File: src/include/fe_params.svh
`ifndef FE_PARAMS_SVH
`define FE_PARAMS_SVH

// slots fetched per cycle
`define FE_WIDTH      4

// unresolved branches allowed in flight
`define FE_MAX_BRANCH 2

// imem address bits, 256 words
`define FE_IMEM_AW    8

// predictor index bits, 16 counters
`define FE_BHT_AW     4

// fetch address out of reset
`define FE_RESET_PC   16'h0000

`endif
File: src/rtl/fe_if.sv
`timescale 1ns/100ps
`default_nettype none
`include "fe_params.svh"

// fetch pc out, raw group back
interface fetch_grp_if;
   logic [15:0]                 pc;
   logic [`FE_WIDTH-1:0][15:0]  word;

   modport mem  (input pc, output word);
   modport seq  (output pc);
   modport filt (input pc, input word);
endinterface

// one cycle commit broadcast
interface resolve_if;
   logic        valid;
   logic        mispred;
   logic        taken;
   logic [15:0] pc;
   logic [15:0] target;

   modport drive  (output valid, output mispred, output taken, output pc, output target);
   modport listen (input valid, input mispred, input taken, input pc, input target);
endinterface

`default_nettype wire

File: src/rtl/pc_sequencer.sv
`timescale 1ns/100ps
`default_nettype none
`include "fe_params.svh"

module pc_sequencer (
   input  wire logic        clk,
   input  wire logic        rst_n,
   fetch_grp_if.seq         grp,
   resolve_if.drive         res,
   input  wire logic [15:0] next_pc,
   input  wire logic        commit_req,
   output logic             commit_ack,
   input  wire logic        commit_mispred,
   input  wire logic        commit_taken,
   input  wire logic [15:0] commit_pc,
   input  wire logic [15:0] commit_target
);

   // handshake states
   localparam logic ST_IDLE  = 1'b0;
   localparam logic ST_ACKED = 1'b1;

   logic state;

   ////////////////////////////////////////////////////////////
   // four phase commit slave
   ////////////////////////////////////////////////////////////

   // idle -> acked on req, acked -> idle once req drops
   always_ff @(posedge clk or negedge rst_n) begin
      if (!rst_n)
         state <= ST_IDLE;
      else if (state == ST_IDLE && commit_req)
         state <= ST_ACKED;
      else if (state == ST_ACKED && !commit_req)
         state <= ST_IDLE;
   end

   assign commit_ack = (state == ST_ACKED);

   // single cycle pulse on acceptance
   // payload is held stable by the requester
   assign res.valid   = (state == ST_IDLE) && commit_req;
   assign res.mispred = commit_mispred;
   assign res.taken   = commit_taken;
   assign res.pc      = commit_pc;
   assign res.target  = commit_target;

   ////////////////////////////////////////////////////////////
   // fetch pc
   ////////////////////////////////////////////////////////////

   // mispredict redirect beats the filter's choice
   always_ff @(posedge clk or negedge rst_n) begin
      if (!rst_n)
         grp.pc <= `FE_RESET_PC;
      else if (res.valid && res.mispred)
         grp.pc <= res.target;
      else
         grp.pc <= next_pc;
   end

   // requester raises a new req only once ack has dropped
   a_req_after_ack: assert property (@(posedge clk) disable iff (!rst_n)
      $rose(commit_req) |-> !commit_ack);

endmodule

`default_nettype wire

File: src/flat_wrapper.sv
// flat-port wrapper written by rule: the top's interface ports become plain ports
module pc_sequencer_flat 
  (clk, rst_n, next_pc, commit_req, commit_ack, commit_mispred, commit_taken, commit_pc, commit_target, grp_pc, res_valid, res_mispred, res_taken, res_pc, res_target);
  fetch_grp_if grp_i ();
  resolve_if res_i ();
  input  wire logic clk;
  input  wire logic rst_n;
  input  wire logic [15:0] next_pc;
  input  wire logic commit_req;
  output logic commit_ack;
  input  wire logic commit_mispred;
  input  wire logic commit_taken;
  input  wire logic [15:0] commit_pc;
  input  wire logic [15:0] commit_target;
  output wire logic [$bits(grp_i.pc)-1:0] grp_pc;
  output wire logic [$bits(res_i.valid)-1:0] res_valid;
  output wire logic [$bits(res_i.mispred)-1:0] res_mispred;
  output wire logic [$bits(res_i.taken)-1:0] res_taken;
  output wire logic [$bits(res_i.pc)-1:0] res_pc;
  output wire logic [$bits(res_i.target)-1:0] res_target;
  assign grp_pc = grp_i.pc;
  assign res_valid = res_i.valid;
  assign res_mispred = res_i.mispred;
  assign res_taken = res_i.taken;
  assign res_pc = res_i.pc;
  assign res_target = res_i.target;
  pc_sequencer u_core (.clk(clk), .rst_n(rst_n), .grp(grp_i), .res(res_i), .next_pc(next_pc), .commit_req(commit_req), .commit_ack(commit_ack), .commit_mispred(commit_mispred), .commit_taken(commit_taken), .commit_pc(commit_pc), .commit_target(commit_target));
endmodule
File: config.mk
export PLATFORM = sky130hd
export DESIGN_NAME = pc_sequencer_flat
export DESIGN_NICKNAME = d
export VERILOG_FILES = /design/src/rtl/fe_if.sv /design/src/rtl/pc_sequencer.sv /design/src/flat_wrapper.sv
export VERILOG_INCLUDE_DIRS = /design/src /design/src/include
export SDC_FILE = /design/constraint.sdc
export NUM_CORES = 1
export LEC_CHECK = 0
export BUFFER_PORTS_ARGS = -buffer_cell sky130_fd_sc_hd__buf_2
export CORE_UTILIZATION = 30
export CTS_CLUSTER_DIAMETER = 150
export DETAILED_ROUTE_END_ITERATION = 8
export GPL_TIMING_DRIVEN = 1
export PLACE_DENSITY = 0.85
export SYNTH_ARGS = -nofsm -noshare
export SYNTH_HDL_FRONTEND = slang
export SYNTH_SLANG_ARGS = --single-unit
export TNS_END_PERCENT = 20
File: constraint.sdc
create_clock -name clk -period 1.3 [get_ports clk]
set_input_delay 0.13 -clock clk [delete_from_list [all_inputs] [get_ports clk]]
set_output_delay 0.13 -clock clk [all_outputs]
set_load 0.01 [all_outputs]
==> impl_metrics.toml, run 1 <==
[global_routing]
met3_usage_pct = 3.516
grtUsageMet2_pct = 17.41
grt-busiest-layer = "met2"
use_met1_pct = 9.820
grt_max_degree = 18
antenna_found_initial = 0
grt_pass1_vias = 588
grt-ovfl-total = 0
grt_usage_pct = 10.26
grt_pass1_wl_um = 2532

[detailed_routing]
wl_um = 1651
vias_per_cell = 3.942
drc = 0
dr.pass1.iters = 2
ant_nets = 0
num_vias = 615
first_iter_violations = 4
wire_per_inst_um = 10.58

[critical_path]
r2r-end = "u_core.grp.pc[14]"
crit_path_max_fanout = 16
timing.critical_path.required_ps = 1470
regToRegSetupSlack_ps = 60
start_kind = "flop"
endpoint_kind = "flop"
worstReg2RegStart = "u_core.commit_ack"
reg2reg_depth = 4
worstSetupPathType = "flop to flop"
crit_arrival_ps = 1410

[cts]
root_buffer = "clkbuf_4"
clk_latency_ps = 280
cts_max_path_buffers = 2
ctsHtreeMaxLevel = 1
cts_sinks = 17
cts_tree = "done"
cts_buffers = 3
clk_pin_slew_worst_paths_ps = 90

[die]
core_area_um2 = 3028
num_rows = 20
start_util_pct = 31.61
die_y_um = 58.49
num_io_pins = 105
die_width_um = 58.49
dieArea_um2 = 3421

[run]
max_cap_viol_count = 0

[worst_hold_path]
worstHoldStart = "next_pc[13]"
hold_class = "input pin to flop"
whs_path_depth = 2
holdPathEnd = "u_core.grp.pc[13]"

[synth]
synth-warning-count = 0
synth-seq-cells = 17
synth_nets = 126
synth_area_leaders = "dfrtp_1 44%, buf_4 27%, mux2_4 16%"
synth_area_um2 = 957.2
yosys.area.top_type = "dfrtp_1"
syn_inst = 72
syn_avg_cell_area_um2 = 13.29
ys_seq_area_share_pct = 44.44
synth_top_area_share_pct = 44.44
ys_types = 8

[timing]
finalHoldViolations = 0
slew_headroom_pct = 75.32
period_needed_ps = 1238
tightest_slew_ps = 370.1
drv_slew = 0
fin_hold_ws_ps = 73.34
fin_ws_ps = 61.53
finalSetupViolCount = 0
fin_crit_sh_pct = 95.27
fmax_mhz = 807.4
skew_ps = 3.860

[cells_and_area]
nets = 167
final_cells = 156
regArea_um2 = 425.4
fin_util_pct = 37.93
drive_above_1_share_pct = 82.14
syn2layout_area_growth_pct = 20.00
multi_input_area_um2 = 277.8
fillers = 313
n_antenna_cell = 0

[place]
place.gp.congestion = 0.5949
place_inst = 151
port_buffers = 70
hpwl_um = 1376
dp_slack_ps = -23.04

[pwr]
p_leak_nw = 0.6362
finalPower_mw = 1.364
ir_drop_mv = 0.2848
cellPowerDensity_nw_per_um2 = 1188

[status]
status = "complete, no violations"
[worst max path at each step]
stage                       from                 to  slack (ps)  cells past startpoint
6_report       u_core.commit_ack  u_core.grp.pc[14]          60                      4
5_1_grt        u_core.commit_ack   u_core.grp.pc[2]        -0.4                      4
4_1_cts        u_core.commit_ack   u_core.grp.pc[3]          50                      4
3_5_place_dp   u_core.commit_ack   u_core.grp.pc[3]         -20                      4
3_3_place_gp   u_core.commit_ack   u_core.grp.pc[1]          30                      4
2_1_floorplan  u_core.commit_ack  u_core.grp.pc[10]           2                      5
[where the power goes]
part | leakage (nW) | switching [mW] | total, mW | internal (mW)
Clock | 0.0150 | 0.150 | 0.269 | 0.119
Combinational | 0.422 | 0.213 | 0.470 | 0.257
Sequential | 0.199 | 0.0219 | 0.625 | 0.603
[cell families after synthesis]
kind of cell,Yosys count,share of synthesized area [%]
adders and majority gates,1,1.307
buffers and inverters,36,29.15
muxes,17,23.92
DFF,17,44.44
and+or+nand+nor,1,1.176
[cell usage after synthesis, drive strengths merged]
cell type  instances
dfrtp             17
nand2              1
ha                 1
inv                1
buf               35
mux2              17
[cells in the final DEF, fill, tap and decap left out]
master,Yosys,routed
mux2_2,7,6
ha_4,0,1
dfrtp_1,17,17
inv_1,1,1
buf_2,0,70
clkbuf_1,0,1
clkbuf_4,0,3
mux2_4,10,11
nand2_8,0,1
dlygate4sd3_1,0,1
[per-stage QoR]
step / setup TNS [ps] / instance area [um^2]
after detailed placement: -94.64 / 1100
final: 0 / 1149
after CTS: 0 / 1145
after global placement: 0 / 1100
after floorplan: 0 / 969.7
after global routing: -0.3838 / 1149
[layer usage]
| layer | vias up | part of all wire, % |
|---|---|---|
| li1 | 282 | - |
| met1 | 284 | 35 |
| met2 | 43 | 55 |
| met3 | 6 | 8.5 |
| met4 | 0 | 0.85 |
| met5 | - | 0 |
[final cells by class]
type / count / area share, %
Multi-Input combinational cell: 19 / 24.18
Tap cell: 44 / 4.793
Sequential cell: 17 / 37.04
Inverter: 1 / 0.3268
Clock buffer: 4 / 2.288
Timing Repair Buffer: 71 / 31.37
[registers in the layout, summed over array words and instances, names as in the netlist]
signal,flops
u_core.grp.pc,16
u_core.commit_ack,1
[critical path, cell delays in order (launching register included)]
cell and delay, ps:
dfrtp_1 370, inv_1 70, ha_4 180, nand2_8 150, mux2_2 350
[what timing repair did]
action / 4_1_cts / 5_1_grt
hold buffers: 1 / 0
setup buffers: 0 / 0
setup endpoints to repair: 7 / 1
endpoints found under the hold margin: 17 / 0
gates resized for setup: 1 / 1
Note: power is estimated with default switching activity, not from simulation.
==> inputs of run 2 (changes only) <==
--- a/config.mk
+++ b/config.mk
@@ -8,10 +8,11 @@
 export LEC_CHECK = 0
 export BUFFER_PORTS_ARGS = -buffer_cell sky130_fd_sc_hd__buf_2
 export CORE_UTILIZATION = 30
+export CTS_BUF_LIST = sky130_fd_sc_hd__clkbuf_4 sky130_fd_sc_hd__clkbuf_8
 export CTS_CLUSTER_DIAMETER = 150
 export DETAILED_ROUTE_END_ITERATION = 8
-export GPL_TIMING_DRIVEN = 1
-export PLACE_DENSITY = 0.85
+export GPL_TIMING_DRIVEN = 0
+export PLACE_DENSITY = 0.82
 export SYNTH_ARGS = -nofsm -noshare
 export SYNTH_HDL_FRONTEND = slang
 export SYNTH_SLANG_ARGS = --single-unit
==> constraint.sdc (replaced) <==
create_clock -name clk -period 1.5 [get_ports clk]
set_input_delay 0.15 -clock clk [delete_from_list [all_inputs] [get_ports clk]]
set_output_delay 0.15 -clock clk [all_outputs]
set_load 0.01 [all_outputs]
==> run 2 against run 1 <==
Effect of this change:
- sequential power decreased by 13%
- count of clock-buffer cells in the layout stayed put
- worst hold slack better by 21 ps
- register-to-register slack better by 80 ps
- setup slack better by 82 ps
- sequential share of layout area decreased by 8.4 points
- core utilization rose by 11 points
- power down 5.8%
- combinational power grew 5.1%
- critical path type unchanged
- critical endpoint is now u_core.grp.pc[5]
- highest routed layer unchanged
==> impl_metrics.toml, run 2 (synthesized netlist as in run 1, its figures left out) <==
[detailed_routing]
wl_um = 1883
first_iter_violations = 7
drc = 0
wire_per_inst_um = 9.053
ant_nets = 0
num_vias = 794
vias_per_cell = 3.817
dr.pass1.iters = 2

[critical_path]
endpoint_kind = "flop"
timing.critical_path.required_ps = 1670
r2r-end = "u_core.grp.pc[5]"
worstSetupPathType = "flop to flop"
regToRegSetupSlack_ps = 140
start_kind = "flop"
startpoint = "u_core.commit_ack"
crit_path_max_fanout = 10
crit_path_end = "u_core.grp.pc[5]"
reg2reg_depth = 5
worstReg2RegStart = "u_core.commit_ack"
crit_arrival_ps = 1530

[timing]
fmax_mhz = 737.1
period_needed_ps = 1357
finalHoldViolations = 0
finalSetupViolCount = 0
slew_headroom_pct = 74.45
tightest_slew_ps = 383.2
fin_crit_sh_pct = 90.44
rsz0062_at_grt = "false"
skew_ps = 5.621
drv_slew = 0
setup_tns_ps = 0

[cells_and_area]
final_common_cell = "buf_2"
syn2layout_area_growth_pct = 55.43
regMostFlops = "u_core.grp.pc"
nets = 219
drive_above_1_share_pct = 87.80
final_cell_mix = "87 x buf_2, 34 x buf_4, 17 x dfrtp_1, 10 x mux2_4, 7 x mux2_2"
largest_reg_flops = 16
n_antenna_cell = 0

[global_routing]
met3_usage_pct = 2.857
grt_pass1_vias = 670
grt_usage_pct = 10.76
grt-busiest-layer = "met2"
grtUsageMet2_pct = 20.20
use_met1_pct = 11.03
grt-ovfl-total = 0
grt_pass1_wl_um = 2739
antenna_found_initial = 0
grt_max_degree = 18

[cts]
cts_buffers = 3
cts_resized = 0
root_buffer = "clkbuf_4"
cts_tree = "done"
cts_max_path_buffers = 2
cts_sinks = 17
cts_setup_buffers = 0
clk_latency_ps = 280
clk_pin_slew_worst_paths_ps = 90
ctsHtreeMaxLevel = 1

[pwr]
p_leak_nw = 0.8787
ir_drop_mv = 0.2977
finalPower_mw = 1.285
cellPowerDensity_nw_per_um2 = 864.0

[run]
max_cap_viol_count = 0

[place]
port_buffers = 87
place.gp.congestion = 0.6386

[worst_hold_path]
hold_class = "input pin to flop"

[die]
die_width_um = 58.49
dieArea_um2 = 3421
die_y_um = 58.49
num_rows = 20
start_util_pct = 31.61
core_area_um2 = 3028
num_io_pins = 105

[status]
status = "complete, no violations"
run 2: per-layer routing:
layer | routed length, um | vias up
li1 | - | 383
met1 | 696 | 360
met2 | 1001 | 49
met3 | 171 | 2
met4 | 12 | 0
met5 | 0 | -
run 2: stage by stage:
step           util (%)  instance area [um^2]  hold slack (ps)  worst slack, ps  instances
2_1_floorplan         -                 957.2           -145.6            102.2         72
3_5_place_dp      47.81                  1448            95.68            138.5        203
5_1_grt           49.13                  1488            63.75            55.32        208
3_3_place_gp      47.81                  1448            93.62            169.2        203
4_1_cts           49.13                  1488            82.42            123.7        208
6_report          49.13                  1488            94.37            143.3        208
run 2: power by group:
| group | total, mW | switching (mW) | internal [mW] | leakage [nW] |
|---|---|---|---|---|
| clock | 0.250 | 0.129 | 0.121 | 0.0184 |
| combinational | 0.494 | 0.205 | 0.289 | 0.661 |
| sequential | 0.542 | 0.0188 | 0.523 | 0.199 |
run 2: timing repair:
action / in CTS / in global routing
hold buffers: 1 / 0
endpoints found under the setup margin: 0 / 0
hold endpoints to repair: 17 / 0
run 2: layout make-up:
| cell class | instances | area (um^2) |
|---|---|---|
| Timing Repair Buffer | 88 | 445.4 |
| Sequential cell | 17 | 425.4 |
| Multi-Input combinational cell | 19 | 252.7 |
| Inverter | 1 | 3.754 |
| Fill cell | 275 | 1540 |
| Tap cell | 44 | 55.05 |
| Buffer | 35 | 275.3 |
| Clock buffer | 4 | 30.03 |
run 2: worst min-delay path by stage:
stage / start / endpoint / slack [ps] / depth (start not counted)
CTS: next_pc[6] / u_core.grp.pc[6] / 80 / 2
global placement: rst_n / u_core.grp.pc[14] / 90 / 1
global route: next_pc[8] / u_core.grp.pc[8] / 60 / 2
finish: next_pc[11] / u_core.grp.pc[11] / 90 / 2
detailed placement: rst_n / u_core.grp.pc[1] / 100 / 1
floorplan: rst_n / u_core.commit_ack / -150 / 0
run 2: worst max-delay path, cell delays in order (launching register included):
cell and delay (ps):
dfrtp_1 400, inv_1 60, ha_1 210, nand2_4 120, buf_12 170, mux2_4 300
