$ cat src/include/fe_params.svh
`ifndef FE_PARAMS_SVH
`define FE_PARAMS_SVH

// slots fetched per cycle
`define FE_WIDTH      4

// unresolved branches allowed in flight
`define FE_MAX_BRANCH 2

// imem address bits, 256 words
`define FE_IMEM_AW    8

// predictor index bits, 16 counters
`define FE_BHT_AW     4

// fetch address out of reset
`define FE_RESET_PC   16'h0000

`endif
$ cat src/rtl/fe_if.sv
`timescale 1ns/100ps
`default_nettype none
`include "fe_params.svh"

// fetch pc out, raw group back
interface fetch_grp_if;
   logic [15:0]                 pc;
   logic [`FE_WIDTH-1:0][15:0]  word;

   modport mem  (input pc, output word);
   modport seq  (output pc);
   modport filt (input pc, input word);
endinterface

// one cycle commit broadcast
interface resolve_if;
   logic        valid;
   logic        mispred;
   logic        taken;
   logic [15:0] pc;
   logic [15:0] target;

   modport drive  (output valid, output mispred, output taken, output pc, output target);
   modport listen (input valid, input mispred, input taken, input pc, input target);
endinterface

`default_nettype wire

$ cat src/rtl/bht.sv
`timescale 1ns/100ps
`default_nettype none
`include "fe_params.svh"

module bht (
   input  wire logic                 clk,
   input  wire logic                 rst_n,
   fetch_grp_if.filt                 grp,
   resolve_if.listen                 res,
   output logic [`FE_WIDTH-1:0]      pred_taken
);

   localparam int BW      = `FE_BHT_AW;
   localparam int ENTRIES = 1 << BW;

   // 2-bit saturating counters
   // 00 strong nt, 01 weak nt, 10 weak t, 11 strong t
   logic [1:0] ctr [ENTRIES];

   logic [BW-1:0] upd_idx;

   ////////////////////////////////////////////////////////////
   // per slot lookup
   ////////////////////////////////////////////////////////////

   // index = low bits of each slot address
   for (genvar i = 0; i < `FE_WIDTH; i++) begin : g_rd
      logic [BW-1:0] ridx;
      assign ridx          = grp.pc[BW-1:0] + BW'(i);
      // msb of counter is the prediction
      assign pred_taken[i] = ctr[ridx][1];
   end

   ////////////////////////////////////////////////////////////
   // commit update
   ////////////////////////////////////////////////////////////

   assign upd_idx = res.pc[BW-1:0];

   always_ff @(posedge clk or negedge rst_n) begin
      if (!rst_n) begin
         // everything starts weakly not taken
         for (int i = 0; i < ENTRIES; i++)
            ctr[i] <= 2'b01;
      end else if (res.valid) begin
         if (res.taken && ctr[upd_idx] != 2'b11)
            ctr[upd_idx] <= ctr[upd_idx] + 2'b01;
         else if (!res.taken && ctr[upd_idx] != 2'b00)
            ctr[upd_idx] <= ctr[upd_idx] - 2'b01;
      end
   end

   // handshake gives at most one update per commit
   a_one_update: assert property (@(posedge clk) disable iff (!rst_n)
      res.valid |=> !res.valid);

endmodule

`default_nettype wire

$ cat src/flat_wrapper.sv
// flat-port wrapper written by rule: the top's interface ports become plain ports
module bht_flat 
  (clk, rst_n, pred_taken, grp_pc, grp_word, res_valid, res_mispred, res_taken, res_pc, res_target);
  fetch_grp_if grp_i ();
  resolve_if res_i ();
  input  wire logic clk;
  input  wire logic rst_n;
  output logic [`FE_WIDTH-1:0] pred_taken;
  input wire logic [$bits(grp_i.pc)-1:0] grp_pc;
  input wire logic [$bits(grp_i.word)-1:0] grp_word;
  input wire logic [$bits(res_i.valid)-1:0] res_valid;
  input wire logic [$bits(res_i.mispred)-1:0] res_mispred;
  input wire logic [$bits(res_i.taken)-1:0] res_taken;
  input wire logic [$bits(res_i.pc)-1:0] res_pc;
  input wire logic [$bits(res_i.target)-1:0] res_target;
  assign grp_i.pc = grp_pc;
  assign grp_i.word = grp_word;
  assign res_i.valid = res_valid;
  assign res_i.mispred = res_mispred;
  assign res_i.taken = res_taken;
  assign res_i.pc = res_pc;
  assign res_i.target = res_target;
  bht u_core (.clk(clk), .rst_n(rst_n), .grp(grp_i), .res(res_i), .pred_taken(pred_taken));
endmodule
$ cat config.mk
export PLATFORM = sky130hd
export DESIGN_NAME = bht_flat
export DESIGN_NICKNAME = d
export VERILOG_FILES = /design/src/rtl/fe_if.sv /design/src/rtl/bht.sv /design/src/flat_wrapper.sv
export VERILOG_INCLUDE_DIRS = /design/src /design/src/include
export SDC_FILE = /design/constraint.sdc
export NUM_CORES = 1
export LEC_CHECK = 0
export BUFFER_PORTS_ARGS = -buffer_cell sky130_fd_sc_hd__buf_2
export CORE_MARGIN = 2
export CORE_UTILIZATION = 45
export DETAILED_ROUTE_END_ITERATION = 16
export GPL_TIMING_DRIVEN = 0
export MAX_ROUTING_LAYER = met4
export PLACE_DENSITY_LB_ADDON = 0.05
export REMOVE_ABC_BUFFERS = 1
export SKIP_CTS_REPAIR_TIMING = 1
export SYNTH_ARGS = -nofsm -noshare
export SYNTH_HDL_FRONTEND = slang
export SYNTH_SLANG_ARGS = --single-unit
$ cat constraint.sdc
create_clock -name clk -period 3.2 [get_ports clk]
set_input_delay 0.64 -clock clk [delete_from_list [all_inputs] [get_ports clk]]
set_output_delay 0.64 -clock clk [all_outputs]
set_load 0.02 [all_outputs]
==> flow_metrics.env, run 1 <==
export IMPL_seqCellArea_um2=821
export IMPL_die_h_um=76.6
export IMPL_synthTopCellsByCount="mux2_2 (37), mux4_2 (18), mux2i_1 (17)"
export IMPL_postSynth_asyncResetShare=1.00
export IMPL_overflow=0
export IMPL_synth_edf_count=0
export IMPL_core_mm2=0.00511
export IMPL_worst_setup_path_start_kind="input port"
export IMPL_cap_violations=0
export IMPL_critPathKind="input port to primary output"
export IMPL_rsz0062_at_grt="no"
export IMPL_syn_cell_area_mm2=0.00237
export IMPL_final_nets=305
export IMPL_p_leak_nw=1.06
export IMPL_combinationalPowerShare=0.445
export IMPL_power_internal_mw=1.42
export IMPL_synthToLayoutAreaGrowth_pct=13.0
export IMPL_antenna_found_initial=0
export IMPL_postLayoutCoreUtil=0.524
export IMPL_root_buffer="clkbuf_8"
export IMPL_clock_sinks=32
export IMPL_crit_arrival_ns=2.37
export IMPL_drive_above_1_share=0.601
export IMPL_ys_flop_type="dfstp_2"
export IMPL_ant_nets=0
export IMPL_power_density_mw_per_mm2=828
export IMPL_dr_total_vias=1518
export IMPL_p_switching_mw=0.793
export IMPL_hpwl_um=3680
export IMPL_cpMostUsedCell="mux2i_1"
export IMPL_dieArea_mm2=0.00586
export IMPL_grt_pass1_wl_um=8140
export IMPL_fill_cells=435
export IMPL_clockBufferDepth=2
export IMPL_htree_levels=2
export IMPL_fin_skew_ns=0.0114
export IMPL_grt_pass1_vias=1551
export IMPL_ios=121
export IMPL_slew_headroom=0.522
export IMPL_yosysTopAreaCellShare=0.177
export IMPL_power_mw=2.22
export IMPL_p_sw_frac=0.357
export IMPL_ir_drop_uv=465
export IMPL_gp_congestion=0.845
export IMPL_wirelength_um=4920
export IMPL_hold_viol_final=0
export IMPL_end_kind="primary output"
export IMPL_r2r_start="u_core.ctr[19]"
export IMPL_crit_family="multiplexers"
export IMPL_finalSetupViolations=0
export IMPL_tightestPinTransition_ns=0.717
export IMPL_place_port_buffers=15
export IMPL_row_count=26
export IMPL_yosys_top_cells_area="dfstp_2 (18%), mux2_2 (18%), mux4_2 (17%)"
export IMPL_crit_slowest_cell="mux4_2"
export IMPL_synth_seq_area_share=0.346
export IMPL_syn_inst=172
export IMPL_clk_pin_slew_worst_paths_ns=0.07
export IMPL_crit_chain="clkbuf_4 -> inv_1 -> ha_2 -> mux4_2 -> mux2i_1 -> mux2i_1 -> buf_2"
export IMPL_cp_startpoint="grp_pc[0]"
export IMPL_yosysWarnings=0
export IMPL_grt_usage=0.185
export IMPL_start_util=0.464
export IMPL_dieWidth_um=76.6
export IMPL_initialDrtViolationCount=80
export IMPL_finalCriticalPeriod_ns=3.01
export IMPL_seqPwrFrac=0.399
export IMPL_wire_per_inst_um=19.4
export IMPL_crit_required_ns=2.56
export IMPL_vias_per_cell=6.00
export IMPL_multiInputGateArea_mm2=0.00158
export IMPL_pwr_share_clk=0.155
export IMPL_dr_pass1_iters=4
export IMPL_antennaDiodeCount=0
export IMPL_syn_area_per_cell_um2=13.8
export IMPL_clock_latency_ns=0.29
export IMPL_worst_path_max_fanout=12
export IMPL_drc=0
export IMPL_path_buf_inv=3
export IMPL_post_route_period_util=0.939
export IMPL_slew_viol_final=0
export IMPL_cts_inserted_buffers=5
export IMPL_hold_class="input port to asynchronous set/reset pin"
export IMPL_grt_max_degree=33
export IMPL_status="complete, no violations"
export IMPL_cpPeakStageDelay_ns=0.55
export IMPL_synth_distinct_cells=30
export IMPL_synth_top_cell_by_area="dfstp_2"
export IMPL_synth_most_common_cell="mux2_2"
export IMPL_fmax_mhz=333
export IMPL_ys_ff_latch=32
export IMPL_cts_tree="built"
-- cells in the final DEF, fill, tap and decap left out, types with 3 or more instances in the layout --
cell,n
buf_2,13
clkbuf_8,7
dfrtp_1,16
dfstp_2,16
ha_1,5
mux2_2,36
mux2i_1,17
mux4_1,4
mux4_2,18
nand2_1,4
nand3_1,6
nor2b_1,3
nor3_2,6
nor3_4,3
nor4_4,3
-- worst reg2reg max path: stages, from the launching register on --
cell and delay (ns):
dfrtp_1 0.44, mux4_2 0.49, a22oi_1 0.26, nand3_1 0.13, ha_1 0.23, mux2_4 0.38, nor3_2 0.32, mux2_2 0.37
-- worst paths after layout --
path                            slack (ns)              to  cells past startpoint
worst max-delay path                  0.19   pred_taken[1]                      7
worst min-delay path                  0.40   u_core.ctr[7]                      1
worst max register to register        0.47  u_core.ctr[19]                      7
worst min register to register        0.60  u_core.ctr[21]                      1
max in group asynchronous             2.32  u_core.ctr[29]                      1
min in group clk                      0.60  u_core.ctr[21]                      1
-- cell families after synthesis --
family	count (synthesis)	synth area share
adder cells (fa/ha/maj)	6	0.0317
AO/OA/AOI/OAI	5	0.0169
buffers and inverters	14	0.0359
flip-flops	32	0.346
XOR/XNOR	6	0.0222
AND/OR/NAND/NOR	33	0.0839
multiplexers	76	0.463
-- final cells by class --
type | instances | share of cell area
multi-input cells | 126 | 0.589
flip-flops and latches | 32 | 0.306
clock buffers | 8 | 0.0374
well taps | 70 | 0.0327
repair buffers | 15 | 0.0313
inverters | 2 | 0.00280
-- stage by stage --
stage                     std cells  TNS, ns  hold slack (ns)  instance area (um2)  worst slack, ns
after CTS                       253    -5.41            0.429                 2550           -0.279
after floorplan                 160        0            0.344                 2290            0.324
final                           253        0            0.397                 2680            0.195
after detailed placement        245   -13.86            0.585                 2450           -0.559
after global placement          245   -12.85            0.569                 2450           -0.551
after global routing            253        0            0.449                 2680           0.0688
-- per-layer routing --
metal  vias to the layer above  wire, um  track usage
li1                        694         -            -
met1                       774      2260        0.257
met2                        41      2370        0.271
met3                         9       194       0.0391
met4                         0        88       0.0636
met5                         -         0            -
-- power groups by stage --
stage / Clock, mW / Combinational, mW / Sequential (mW)
4_1_cts: 0.354 / 0.940 / 0.885
5_1_grt: 0.371 / 1.07 / 0.920
2_1_floorplan: 0 / 0.742 / 0.808
3_3_place_gp: 0 / 0.904 / 0.875
6_report: 0.345 / 0.988 / 0.885
3_5_place_dp: 0 / 0.930 / 0.894
Power figures use the tool's default switching activity.
==> run 2: changes to the inputs <==
- clock period: 3.2 -> 3.7 ns (I/O delays scaled with it)
==> flow_metrics.env, run 2 (synthesis gave the netlist of run 1 again) <==
export IMPL_place_area_mm2=0.00245
export IMPL_grt_max_degree=33
export IMPL_cap_violations=0
export IMPL_status="complete, no violations"
export IMPL_cp_startpoint="res_pc[0]"
export IMPL_p_leak_nw=1.04
export IMPL_layout_commonest_cell="mux2_2"
export IMPL_crit_arrival_ns=3.60
export IMPL_core_mm2=0.00511
export IMPL_dr_pass1_iters=4
export IMPL_slew_viol_final=0
export IMPL_end_kind="flip-flop"
export IMPL_critPathKind="input port to flip-flop"
export IMPL_layout_common_cells="mux2_2 (37), mux4_2 (18), mux2i_1 (17), dfstp_2 (16), dfrtp_1 (16)"
export IMPL_tightestPinTransition_ns=0.715
export IMPL_reg2reg_to="u_core.ctr[29]"
export IMPL_crit_slowest_cell="mux4_2"
export IMPL_place_port_buffers=15
export IMPL_power_density_mw_per_mm2=733
export IMPL_finalSetupViolations=0
export IMPL_gp_congestion=0.845
export IMPL_crit_required_ns=3.87
export IMPL_vias_per_cell=6.02
export IMPL_dieWidth_um=76.6
export IMPL_dr_total_vias=1524
export IMPL_grt_pass1_vias=1551
export IMPL_row_count=26
export IMPL_grt_pass1_wl_um=8140
export IMPL_reg2reg_depth=7
export IMPL_hold_viol_final=0
export IMPL_ant_nets=0
export IMPL_start_util=0.464
export IMPL_cts_tree="built"
export IMPL_root_buffer="clkbuf_8"
export IMPL_hold_class="input port to asynchronous set/reset pin"
export IMPL_postLayoutCoreUtil=0.502
export IMPL_initialDrtViolationCount=90
export IMPL_finalCriticalPeriod_ns=3.43
export IMPL_clockBufferDepth=2
export IMPL_cts_inserted_buffers=5
export IMPL_htree_levels=2
export IMPL_fmax_mhz=291
export IMPL_final_nets=305
export IMPL_antennaDiodeCount=0
export IMPL_rsz0062_at_grt="no"
export IMPL_power_mw=1.88
export IMPL_fill_cells=448
export IMPL_die_h_um=76.6
export IMPL_cpPeakStageDelay_ns=0.56
export IMPL_regToRegSetupSlack_ns=0.76
export IMPL_antenna_found_initial=0
export IMPL_cpMostUsedCell="mux2_2"
export IMPL_worst_setup_path_start_kind="input port"
export IMPL_worst_path_max_fanout=18
export IMPL_wire_per_inst_um=19.1
export IMPL_overflow=0
export IMPL_ios=121
export IMPL_final_cell_area_mm2=0.00256
export IMPL_clock_latency_ns=0.29
export IMPL_crit_chain="clkbuf_4 -> mux4_2 -> a22oi_1 -> o221ai_1 -> ha_1 -> mux2_2 -> nor4_1 -> mux2_2"
export IMPL_ir_drop_uv=402
export IMPL_fin_skew_ns=0.0101
export IMPL_slew_headroom=0.523
export IMPL_post_route_period_util=0.928
export IMPL_hpwl_um=3680
export IMPL_grt_usage=0.185
export IMPL_dieArea_mm2=0.00586
export IMPL_drive_above_1_share=0.530
export IMPL_wirelength_um=4820
export IMPL_clock_sinks=32
export IMPL_drc=0
export IMPL_synthToLayoutAreaGrowth_pct=8.24
export IMPL_clk_pin_slew_worst_paths_ns=0.07
==> run 2: changes by cell type in the layout (fill, tap and decap cells not counted) <==
cell	previous run	this run
mux2_2	36	37
nor3_1	0	9
nor4_1	0	2
buf_6	1	0
buf_2	13	14
xor2_2	1	0
ha_2	1	0
nor4_4	3	1
ha_1	5	6
xor2_1	2	3
mux2_4	1	0
nor3_4	3	0
nor3_2	6	0
==> run 2: layout make-up <==
cell class	instances	area [um2]	area share
inverters	2	7.51	0.00293
well taps	70	87.6	0.0341
flip-flops and latches	32	821	0.320
repair buffers	15	77.6	0.0302
multi-input cells	126	1470	0.574
clock buffers	8	100	0.0390
==> run 2: where the power goes <==
| group | internal (mW) | switching [mW] | total [mW] | leakage, nW |
|---|---|---|---|---|
| registers | 0.588 | 0.177 | 0.765 | 0.368 |
| clock network | 0.170 | 0.126 | 0.296 | 0.0515 |
| logic | 0.467 | 0.352 | 0.819 | 0.618 |
| total | 1.22 | 0.656 | 1.88 | 1.04 |
==> run 2: worst max path at each step <==
stage / end / slack [ns] / cells after the start
floorplan: u_core.ctr[27] / 0.72 / 7
global placement: u_core.ctr[29] / -0.15 / 8
detailed placement: u_core.ctr[29] / -0.16 / 8
CTS: u_core.ctr[29] / 0.12 / 8
global route: u_core.ctr[29] / 0.09 / 8
finish: u_core.ctr[29] / 0.27 / 8
==> run 2: metal layers <==
metal / vias up / global-route usage / part of all wire
met5: - / - / 0
met4: 0 / 0.0636 / 0.017
met3: 9 / 0.0391 / 0.043
met2: 38 / 0.271 / 0.48
met1: 783 / 0.257 / 0.46
li1: 694 / - / -
==> run 2: per-stage QoR <==
step / hold WS (ns) / setup WS (ns) / TNS (ns) / cells
after floorplan: 0.444 / 0.724 / 0 / 160
after global placement: 0.569 / -0.151 / -1.52 / 245
after detailed placement: 0.585 / -0.159 / -2.44 / 245
after CTS: 0.529 / 0.121 / 0 / 253
after global routing: 0.549 / 0.0930 / 0 / 253
final: 0.497 / 0.266 / 0 / 253
==> run 2: worst max-delay path: cells and delay by family <==
family	cells	cell delay, ns
AO/OA/AOI/OAI	2	0.44
multiplexers	3	1.33
adder cells (fa/ha/maj)	1	0.25
buffers and inverters	1	0.31
AND/OR/NAND/NOR	1	0.51
