==> src/include/fe_params.svh <==
`ifndef FE_PARAMS_SVH
`define FE_PARAMS_SVH

// slots fetched per cycle
`define FE_WIDTH      4

// unresolved branches allowed in flight
`define FE_MAX_BRANCH 2

// imem address bits, 256 words
`define FE_IMEM_AW    8

// predictor index bits, 16 counters
`define FE_BHT_AW     4

// fetch address out of reset
`define FE_RESET_PC   16'h0000

`endif
==> src/rtl/fe_pkg.sv <==
`default_nettype none

package fe_pkg;

   // conditional branch layout
   typedef struct packed {
      logic [3:0] opcode;
      logic [3:0] rs;
      logic [7:0] offset;
   } branch_fmt_t;

   // immediate jump layout
   typedef struct packed {
      logic [3:0]  opcode;
      logic [11:0] offset;
   } jump_fmt_t;

   // one instruction word, two views
   typedef union packed {
      branch_fmt_t branch_fmt;
      jump_fmt_t   jump_fmt;
   } instr_u;

   localparam logic [3:0]  OP_JUMP  = 4'b1111;
   localparam logic [15:0] NOP_WORD = 16'h0000;

   // opcode 10xx, xx not 00
   function automatic logic is_branch(instr_u ins);
      return (ins.branch_fmt.opcode[3:2] == 2'b10) &&
             (ins.branch_fmt.opcode[1:0] != 2'b00);
   endfunction

   function automatic logic is_jump(instr_u ins);
      return ins.jump_fmt.opcode == OP_JUMP;
   endfunction

   // slot address plus sign extended offset, wraps at 2^16
   function automatic logic [15:0] slot_target(logic [15:0] slot_pc, instr_u ins);
      logic [15:0] ofs;
      if (is_jump(ins))
         ofs = {{4{ins.jump_fmt.offset[11]}}, ins.jump_fmt.offset};
      else
         ofs = {{8{ins.branch_fmt.offset[7]}}, ins.branch_fmt.offset};
      return slot_pc + ofs;
   endfunction

endpackage

`default_nettype wire

==> src/rtl/fe_if.sv <==
`timescale 1ns/100ps
`default_nettype none
`include "fe_params.svh"

// fetch pc out, raw group back
interface fetch_grp_if;
   logic [15:0]                 pc;
   logic [`FE_WIDTH-1:0][15:0]  word;

   modport mem  (input pc, output word);
   modport seq  (output pc);
   modport filt (input pc, input word);
endinterface

// one cycle commit broadcast
interface resolve_if;
   logic        valid;
   logic        mispred;
   logic        taken;
   logic [15:0] pc;
   logic [15:0] target;

   modport drive  (output valid, output mispred, output taken, output pc, output target);
   modport listen (input valid, input mispred, input taken, input pc, input target);
endinterface

`default_nettype wire

==> src/rtl/branch_filter.sv <==
`timescale 1ns/100ps
`default_nettype none
`include "fe_params.svh"

module branch_filter import fe_pkg::*; (
   input  wire logic               clk,
   input  wire logic               rst_n,
   fetch_grp_if.filt               grp,
   resolve_if.listen               res,
   input  wire logic [3:0]         pred_taken,
   input  wire logic               stall,
   output logic [15:0]             slot0,
   output logic [15:0]             slot1,
   output logic [15:0]             slot2,
   output logic [15:0]             slot3,
   output logic [3:0]              taken_mask,
   output logic [15:0]             next_pc
);

   localparam int W    = `FE_WIDTH;
   localparam int MAXB = `FE_MAX_BRANCH;
   localparam int CW   = $clog2(MAXB + 1);

   // per slot decode
   instr_u        ins     [W];
   logic [15:0]   slot_pc [W];
   logic [15:0]   tgt     [W];
   logic [W-1:0]  is_br;
   logic [W-1:0]  is_jmp;

   // scan results
   logic [W-1:0]  keep;
   logic [W-1:0]  tkn;
   logic [CW-1:0] br_add;
   logic [15:0]   redirect_pc;
   logic          hold;

   // in flight branches
   logic [CW-1:0] br_cnt;
   logic [CW-1:0] br_cnt_inc;
   logic [CW:0]   br_sum;

   logic [15:0]   out_word [W];

   ////////////////////////////////////////////////////////////
   // decode
   ////////////////////////////////////////////////////////////

   always_comb begin
      for (int i = 0; i < W; i++) begin
         ins[i]     = grp.word[i];
         slot_pc[i] = grp.pc + 16'(i);
         is_br[i]   = is_branch(ins[i]);
         is_jmp[i]  = is_jump(ins[i]);
         tgt[i]     = slot_target(slot_pc[i], ins[i]);
      end
   end

   ////////////////////////////////////////////////////////////
   // cut scan
   ////////////////////////////////////////////////////////////

   // walk slots in order, stop at the first cut point
   always_comb begin
      logic          cut;
      logic [CW-1:0] seen;
      cut         = 1'b0;
      seen        = br_cnt;
      keep        = '0;
      tkn         = '0;
      br_add      = '0;
      redirect_pc = grp.pc + 16'(W);
      for (int i = 0; i < W; i++) begin
         if (!cut) begin
            if (is_br[i] && seen >= CW'(MAXB)) begin
               // would be a third unresolved branch
               // refetch from here once a commit frees a place
               cut         = 1'b1;
               redirect_pc = slot_pc[i];
            end else begin
               keep[i] = 1'b1;
               if (is_br[i]) begin
                  seen   = seen + 1'b1;
                  br_add = br_add + 1'b1;
                  if (pred_taken[i]) begin
                     tkn[i]      = 1'b1;
                     cut         = 1'b1;
                     redirect_pc = tgt[i];
                  end
               end else if (is_jmp[i]) begin
                  // jump stays, everything behind it goes
                  cut         = 1'b1;
                  redirect_pc = tgt[i];
               end
            end
         end
      end
   end

   // stalled or already at limit: whole group NOP, pc held
   assign hold = stall || (br_cnt >= CW'(MAXB));

   always_comb begin
      for (int i = 0; i < W; i++)
         out_word[i] = (keep[i] && !hold) ? grp.word[i] : NOP_WORD;
   end

   assign slot0      = out_word[0];
   assign slot1      = out_word[1];
   assign slot2      = out_word[2];
   assign slot3      = out_word[3];
   assign taken_mask = hold ? '0 : tkn;
   assign next_pc    = hold ? grp.pc : redirect_pc;

   ////////////////////////////////////////////////////////////
   // branch count
   ////////////////////////////////////////////////////////////

   // add kept branches, saturate at the limit
   assign br_sum     = {1'b0, br_cnt} + {1'b0, br_add};
   assign br_cnt_inc = (br_sum > (CW+1)'(MAXB)) ? CW'(MAXB) : br_sum[CW-1:0];

   // commits win over the group's own increment
   always_ff @(posedge clk or negedge rst_n) begin
      if (!rst_n) begin
         br_cnt <= '0;
      end else if (res.valid && res.mispred) begin
         br_cnt <= '0;
      end else if (res.valid) begin
         if (br_cnt != '0)
            br_cnt <= br_cnt - 1'b1;
      end else if (!hold) begin
         br_cnt <= br_cnt_inc;
      end
   end

   a_cnt_limit: assert property (@(posedge clk) disable iff (!rst_n)
      br_cnt <= CW'(MAXB));

endmodule

`default_nettype wire

==> src/flat_wrapper.sv <==
// flat-port wrapper written by rule: the top's interface ports become plain ports
module branch_filter_flat import fe_pkg::*;
  (clk, rst_n, pred_taken, stall, slot0, slot1, slot2, slot3, taken_mask, next_pc, grp_pc, grp_word, res_valid, res_mispred, res_taken, res_pc, res_target);
  fetch_grp_if grp_i ();
  resolve_if res_i ();
  input  wire logic clk;
  input  wire logic rst_n;
  input  wire logic [3:0] pred_taken;
  input  wire logic stall;
  output logic [15:0] slot0;
  output logic [15:0] slot1;
  output logic [15:0] slot2;
  output logic [15:0] slot3;
  output logic [3:0] taken_mask;
  output logic [15:0] next_pc;
  input wire logic [$bits(grp_i.pc)-1:0] grp_pc;
  input wire logic [$bits(grp_i.word)-1:0] grp_word;
  input wire logic [$bits(res_i.valid)-1:0] res_valid;
  input wire logic [$bits(res_i.mispred)-1:0] res_mispred;
  input wire logic [$bits(res_i.taken)-1:0] res_taken;
  input wire logic [$bits(res_i.pc)-1:0] res_pc;
  input wire logic [$bits(res_i.target)-1:0] res_target;
  assign grp_i.pc = grp_pc;
  assign grp_i.word = grp_word;
  assign res_i.valid = res_valid;
  assign res_i.mispred = res_mispred;
  assign res_i.taken = res_taken;
  assign res_i.pc = res_pc;
  assign res_i.target = res_target;
  branch_filter u_core (.clk(clk), .rst_n(rst_n), .grp(grp_i), .res(res_i), .pred_taken(pred_taken), .stall(stall), .slot0(slot0), .slot1(slot1), .slot2(slot2), .slot3(slot3), .taken_mask(taken_mask), .next_pc(next_pc));
endmodule
==> config.mk <==
export PLATFORM = sky130hd
export DESIGN_NAME = branch_filter_flat
export DESIGN_NICKNAME = d
export VERILOG_FILES = /design/src/rtl/fe_pkg.sv /design/src/rtl/fe_if.sv /design/src/rtl/branch_filter.sv /design/src/flat_wrapper.sv
export VERILOG_INCLUDE_DIRS = /design/src /design/src/include
export SDC_FILE = /design/constraint.sdc
export NUM_CORES = 1
export LEC_CHECK = 0
export BUFFER_PORTS_ARGS = -buffer_cell sky130_fd_sc_hd__buf_4
export CAP_MARGIN = 20
export CORE_UTILIZATION = 40
export DETAILED_ROUTE_END_ITERATION = 16
export GPL_TIMING_DRIVEN = 0
export PLACE_DENSITY = 0.7
export SETUP_SLACK_MARGIN = 0.2
export SYNTH_ARGS = -nofsm -noshare
export SYNTH_HDL_FRONTEND = slang
export SYNTH_SLANG_ARGS = --single-unit
==> constraint.sdc <==
create_clock -name clk -period 6.23 [get_ports clk]
set_input_delay 0.3115 -clock clk [delete_from_list [all_inputs] [get_ports clk]]
set_output_delay 0.3115 -clock clk [all_outputs]
set_load 0.03 [all_outputs]
==> impl_metrics.yaml, run 1 <==
synth:
  synth_edf_count: 0
  synthArstFlopShare_pct: 100
  ys.flop_type: "dfrtp_1"
  yosysUniqueCellTypes: 87
  postSynthAreaPerCell_um2: 6.57
  synth_fp_nets: 1191
  ys_warn_count: 0
  synth_top_cell_by_area: "ha_1"
  ys_seq_elements: 2
  synthDominantCellAreaShare_pct: 13.4
  synth_area_mm2: 0.00653
  synthCells: 994
  synth.area.top_cells: "ha_1 (13%), xnor2_1 (7.5%), nand2_1 (6.8%)"
  seq_area_frac_synth_pct: 0.767
floorplan:
  rows: 46
  die_x_um: 130
  initial_core_util_pct: 41.1
  coreArea_mm2: 0.0159
  die_y_um: 130
  die_area_mm2: 0.0168
  io_pins: 206
critical_path:
  crit_fanout: 8
  r2r_end: "u_core.br_cnt[1]$_DFFE_PN0P_"
  cp-endpoint: "next_pc[14]"
  r2r-start: "u_core.br_cnt[1]$_DFFE_PN0P_"
  cp-startpoint: "grp_pc[1]"
  end_kind: "output pin"
  reg2regPathDepth: 14
  regToRegSetupSlack_ns: 2.00
  critPathLaunchType: "input pin"
  critical_path_class: "in -> out"
  critical_path_arrival_ns: 5.07
  worstPathRequired_ns: 5.92
final_layout:
  drive_gt1_share_pct: 19.1
  finish.utilization_pct: 51.4
  fin_cells: 1385
  layout.nets: 1368
  diodes: 0
  stdcell_area_mm2: 0.00817
  layout_common_cells: "buf_4 (171), nand2_1 (118), nor2_1 (99)"
  top_regs: "u_core.br_cnt x2"
  regMostFlops: "u_core.br_cnt"
  syn_to_final_growth_pct: 25.2
  largest_reg_flops: 2
  fillers: 1706
  final_common_cell: "buf_4"
sta:
  period_needed_ns: 5.38
  period_share_pct: 86.3
  setup_tns_ns: 0
  maxSlewViolCount: 0
  timing.slew.headroom_pct: 36.9
  skew_ns: 0.0000414
  rsz0062_at_grt: "false"
  worst_pin_slew_ns: 0.946
  hold_violations: 0
  max_clock_freq_ghz: 0.186
  setup_violations: 0
clock_network:
  htree_levels: 1
  tritoncts: "built"
  numCtsBuffers: 3
  clk_pin_slew_ns: 0.03
  clockBufferDepth: 2
  insertion_delay_ns: 0.22
  root_buffer: "clkbuf_16"
  postCtsSetupRepairBufs: 0
  clock_sinks: 2
place:
  hpwl_um: 23500
  placed_cell_area_mm2: 0.00807
  gp_congestion: 1.04
  place_inst: 1380
  io_buffer_count: 170
power_and_ir_drop:
  design_power_total_uw: 1690
  ir_drop_v: 0.000131
  p_per_area_mw_per_mm2: 207
  p_leak_uw: 0.00377
global_route:
  first_global_vias: 7756
  grt_pass1_wl_um: 43000
  grtUsageTotal_pct: 33.5
  antenna_found_initial: 0
  grt_overflow: 0
  grt_max_degree: 11
route:
  route.final.wire_length_um: 28800
  final_antenna_net_count: 0
  drcViolationCount: 0
  drt_iter0_markers: 891
  viasPerCell: 6.18
  avgRoutedWirePerCell_um: 20.8
  first_pass_iters: 6
  vias: 8563
run:
  max-cap-violations: 0
hold_path:
  hold_class: "in -> async"
status:
  status: "finished, final reports clean"
[metal layers]
| layer | wire, um | up-vias | GRT usage [%] |
|---|---|---|---|
| met4 | 1120 | 0 | 11.1 |
| li1 | - | 4037 | - |
| met1 | 12200 | 3923 | 46.6 |
| met3 | 3040 | 82 | 4.84 |
| met2 | 12400 | 521 | 52.6 |
| met5 | 0 | - | 0 |
[what timing repair did]
item	in CTS	in global routing
hold endpoints to repair	2	0
hold buffers	1	0
resized for setup	0	0
[worst min path at each step]
stage | slack [ns] | to | startpoint | cells past startpoint
3_3_place_gp | 0.09 | u_core.br_cnt[1]$_DFFE_PN0P_ | rst_n | 1
6_report | 0.44 | u_core.br_cnt[1]$_DFFE_PN0P_ | rst_n | 2
4_1_cts | 0.42 | u_core.br_cnt[1]$_DFFE_PN0P_ | rst_n | 2
5_1_grt | 0.45 | u_core.br_cnt[1]$_DFFE_PN0P_ | rst_n | 2
3_5_place_dp | 0.1 | u_core.br_cnt[1]$_DFFE_PN0P_ | rst_n | 1
2_1_floorplan | 0.02 | u_core.br_cnt[0]$_DFFE_PN0P_ | rst_n | 0
[worst max-delay path, cell delays in order]
cell	delay, ns
buf_4	0.11
clkbuf_1	0.39
inv_1	0.36
ha_1	0.31
a21oi_1	0.31
nor2_1	0.17
nand3_1	0.22
xnor2_1	0.14
ha_1	0.34
o21ai_0	0.10
or2_2	0.31
o311ai_0	0.75
o41ai_1	0.22
o21ai_0	0.26
xnor2_1	0.14
a22o_1	0.20
a22oi_1	0.15
o21ai_1	0.10
buf_4	0.18
[power by group]
part | switching, uW | internal [uW]
combinational | 1000 | 564
clock | 14.2 | 81.6
sequential | 10.5 | 17.9
[cell usage after synthesis, types with 3 or more instances]
library cell	count
o21ai_0	63
a31oi_1	16
a21boi_0	3
nand4_1	15
nor3_1	31
o31ai_1	4
inv_1	28
and2_1	51
o221ai_1	6
a22o_1	3
or3_1	7
o211a_1	6
o21ai_1	10
a311o_1	3
or2_2	3
a21oi_1	71
xnor2_1	56
xor2_1	36
a22oi_1	5
nor3_2	4
a211o_1	7
clkbuf_1	34
nor2_1	99
o22ai_1	9
a221oi_1	8
nand2_1	118
o41ai_1	4
o21a_1	15
nand3_1	30
o32ai_1	4
and4_1	7
mux2i_1	9
nor2b_1	6
nand2b_1	6
a21o_1	14
nor2_2	3
nor4_1	5
a41oi_1	6
a211oi_1	6
fa_1	5
a221o_1	5
and3_1	23
ha_1	70
o211ai_1	11
buf_2	13
[per-stage QoR]
stage,setup WS (ns),hold slack [ns]
after global placement,0.944,0.0940
final,0.851,0.438
after global routing,0.683,0.445
after floorplan,2.01,0.0159
after CTS,1.02,0.419
after detailed placement,1.06,0.0950
[cells by family after synthesis]
logic type                 Yosys count  share of synthesized area [%]
and+or+nand+nor                    423                           32.2
buffers and inverters               80                           5.04
adders and majority gates           76                           15.1
muxes                               10                           1.55
xor gates and xnor gates            92                           12.3
AOI/OAI and AO/OA                  311                           33.0
DFF                                  2                          0.767
[cell type report]
class,count,area (um^2),share of cell area [%]
multi-input cells,912,6150,75.2
repair buffers,172,1300,15.9
well taps,216,270,3.31
plain buffers,52,224,2.74
inverters,28,105,1.29
clock buffers,3,75.1,0.919
flip-flops and latches,2,50.0,0.612
No activity file was read; power rests on OpenSTA's default activity.
==> run 2: changes to the inputs <==
--- a/config.mk
+++ b/config.mk
@@ -8,10 +8,13 @@
 export LEC_CHECK = 0
 export BUFFER_PORTS_ARGS = -buffer_cell sky130_fd_sc_hd__buf_4
 export CAP_MARGIN = 20
+export CELL_PAD_IN_SITES_DETAIL_PLACEMENT = 1
+export CELL_PAD_IN_SITES_GLOBAL_PLACEMENT = 1
+export CORE_ASPECT_RATIO = 0.8
 export CORE_UTILIZATION = 40
 export DETAILED_ROUTE_END_ITERATION = 16
 export GPL_TIMING_DRIVEN = 0
-export PLACE_DENSITY = 0.7
+export PLACE_DENSITY = 0.95
 export SETUP_SLACK_MARGIN = 0.2
 export SYNTH_ARGS = -nofsm -noshare
 export SYNTH_HDL_FRONTEND = slang
==> constraint.sdc (replaced) <==
create_clock -name clk -period 6.4 [get_ports clk]
set_input_delay 0.32 -clock clk [delete_from_list [all_inputs] [get_ports clk]]
set_output_delay 0.32 -clock clk [all_outputs]
set_load 0.03 [all_outputs]
==> impl_metrics.yaml, run 2 (synthesis gave the netlist of run 1 again) <==
route:
  drcViolationCount: 0
  vias: 9117
  avgRoutedWirePerCell_um: 23.1
  drt_iter0_markers: 1072
  viasPerCell: 6.59
  route.final.wire_length_um: 31900
  first_pass_iters: 7
  final_antenna_net_count: 0
critical_path:
  worstPathRequired_ns: 6.08
  r2r-start: "u_core.br_cnt[0]$_DFFE_PN0P_"
  reg2regPathDepth: 15
  cpMaxStageDelayCell: "a2111oi_4"
  critical_path_class: "in -> out"
  path_cells: "buf_4 > clkbuf_1 > inv_1 > ha_1 > a21oi_1 > nor2_1 > nand3_1 > nor2_1 > nand2_1 > xnor2_1 > ha_1 > and2_1 > nand4_1 > o21ai_0 > a41oi_2 > mux2i_1 > a2111oi_4 > o21ai_0 > a31o_1 > a21oi_1 > buf_4"
  crit_fanout: 8
  critPathLaunchType: "input pin"
  cp_top_family: "compound AO/OA/AOI/OAI gates"
  critical_path_arrival_ns: 4.98
  critPathMaxStageDelay_ns: 0.51
  crit_buf_inv: 4
  end_kind: "output pin"
  r2r_end: "u_core.br_cnt[1]$_DFFE_PN0P_"
  regToRegSetupSlack_ns: 2.00
clock_network:
  cts_resized: 0
  clk_pin_slew_ns: 0.03
  clockBufferDepth: 2
  tritoncts: "built"
  numCtsBuffers: 3
  htree_levels: 1
  root_buffer: "clkbuf_16"
  clock_sinks: 2
  insertion_delay_ns: 0.23
global_route:
  grt_max_degree: 11
  first_global_vias: 9086
  grtUsageTotal_pct: 37.9
  grt_overflow: 0
  grt_pass1_wl_um: 49300
  antenna_found_initial: 1
place:
  io_buffer_count: 170
  hpwl_um: 26500
  preCtsSetupSlack_ns: 1.34
  gp_congestion: 1.04
sta:
  period_share_pct: 82.8
  skew_ns: 0.00355
  max_clock_freq_ghz: 0.189
  setup_violations: 0
  period_needed_ns: 5.30
  maxSlewViolCount: 0
  hold_violations: 0
  timing.slew.headroom_pct: 25.7
  worst_pin_slew_ns: 1.11
  final.setup.worst_slack_ns: 1.10
  rsz0062_at_grt: "false"
  setup_tns_ns: 0
run:
  max-cap-violations: 0
power_and_ir_drop:
  clkPwrFrac_pct: 5.7
  ir_drop_v: 0.000272
  pwr-share-seq_pct: 1.7
  power.switching_uw: 1040
  swShare_pct: 61.7
  design_power_total_uw: 1690
  combPwrFrac_pct: 92.6
  p_per_area_mw_per_mm2: 207
  p_leak_uw: 0.00375
  p_int_uw: 646
final_layout:
  regMostFlops: "u_core.br_cnt"
  finish.utilization_pct: 51.5
  fillers: 2123
  largest_reg_flops: 2
  top_regs: "u_core.br_cnt x2"
  layout_common_cells: "buf_4 (171), nand2_1 (118), nor2_1 (99)"
  diodes: 0
  syn_to_final_growth_pct: 25.0
  final_common_cell: "buf_4"
  drive_gt1_share_pct: 19.1
  layout.nets: 1367
floorplan:
  die_y_um: 116
  initial_core_util_pct: 41.2
  die_area_mm2: 0.0168
  die_x_um: 145
  rows: 41
  coreArea_mm2: 0.0159
  io_pins: 206
hold_path:
  hold_class: "in -> async"
status:
  status: "finished, final reports clean"
==> run 2: worst max path at each step <==
stage	from	endpoint	slack [ns]	cells after the start
after global placement	grp_pc[1]	next_pc[15]	1.48	21
after CTS	grp_pc[1]	next_pc[15]	1.30	21
final	grp_pc[1]	next_pc[15]	1.10	21
after detailed placement	grp_pc[1]	next_pc[15]	1.34	21
after global routing	grp_pc[1]	next_pc[15]	0.89	21
after floorplan	grp_pc[1]	next_pc[15]	2.16	16
==> run 2: power by group through the flow <==
stage	clock, uW	sequential (uW)	combinational (uW)
floorplan	0	24.6	980
global route	99.5	29.3	1650
detailed placement	0	27.9	1510
finish	96.9	28.0	1560
CTS	98.1	27.9	1520
global placement	0	27.3	1460
==> run 2: layer usage <==
layer | share of wire [%] | vias to the layer above | track usage, %
li1 | - | 4040 | -
met1 | 41 | 4371 | 49.0
met2 | 44 | 580 | 60.8
met3 | 12 | 126 | 8.69
met4 | 3.8 | 0 | 15.4
met5 | 0 | - | 0
==> run 2: metrics by stage <==
step	std cells	hold slack [ns]	cell area, um^2
CTS	1383	0.416	8160
floorplan	994	0.0244	6530
detailed placement	1379	0.104	8070
global placement	1379	0.103	8070
finish	1383	0.431	8160
global route	1383	0.442	8160
==> run 2: cell type report <==
cell class	instances	area [um^2]	share of cell area, %
multi-input cells	912	6150	75.4
repair buffers	171	1290	15.8
well taps	215	269	3.30
plain buffers	52	224	2.75
inverters	28	105	1.29
clock buffers	3	75.1	0.920
flip-flops and latches	2	50.0	0.613
==> run 2: repair_timing <==
action	CTS	global route
hold endpoints to repair	2	0
setup buffers	0	0
hold buffers	1	0
==> run 2: worst reg2reg max path, delay by kind of cell (launching register included) <==
| family | cells | cell delay (ns) |
|---|---|---|
| adder cells (fa/ha/maj) | 3 | 1.19 |
| buffers and inverters | 2 | 0.46 |
| AO/OA/AOI/OAI | 2 | 0.82 |
| flip-flops | 1 | 0.43 |
| XOR/XNOR | 1 | 0.13 |
| AND/OR/NAND/NOR | 7 | 1.23 |
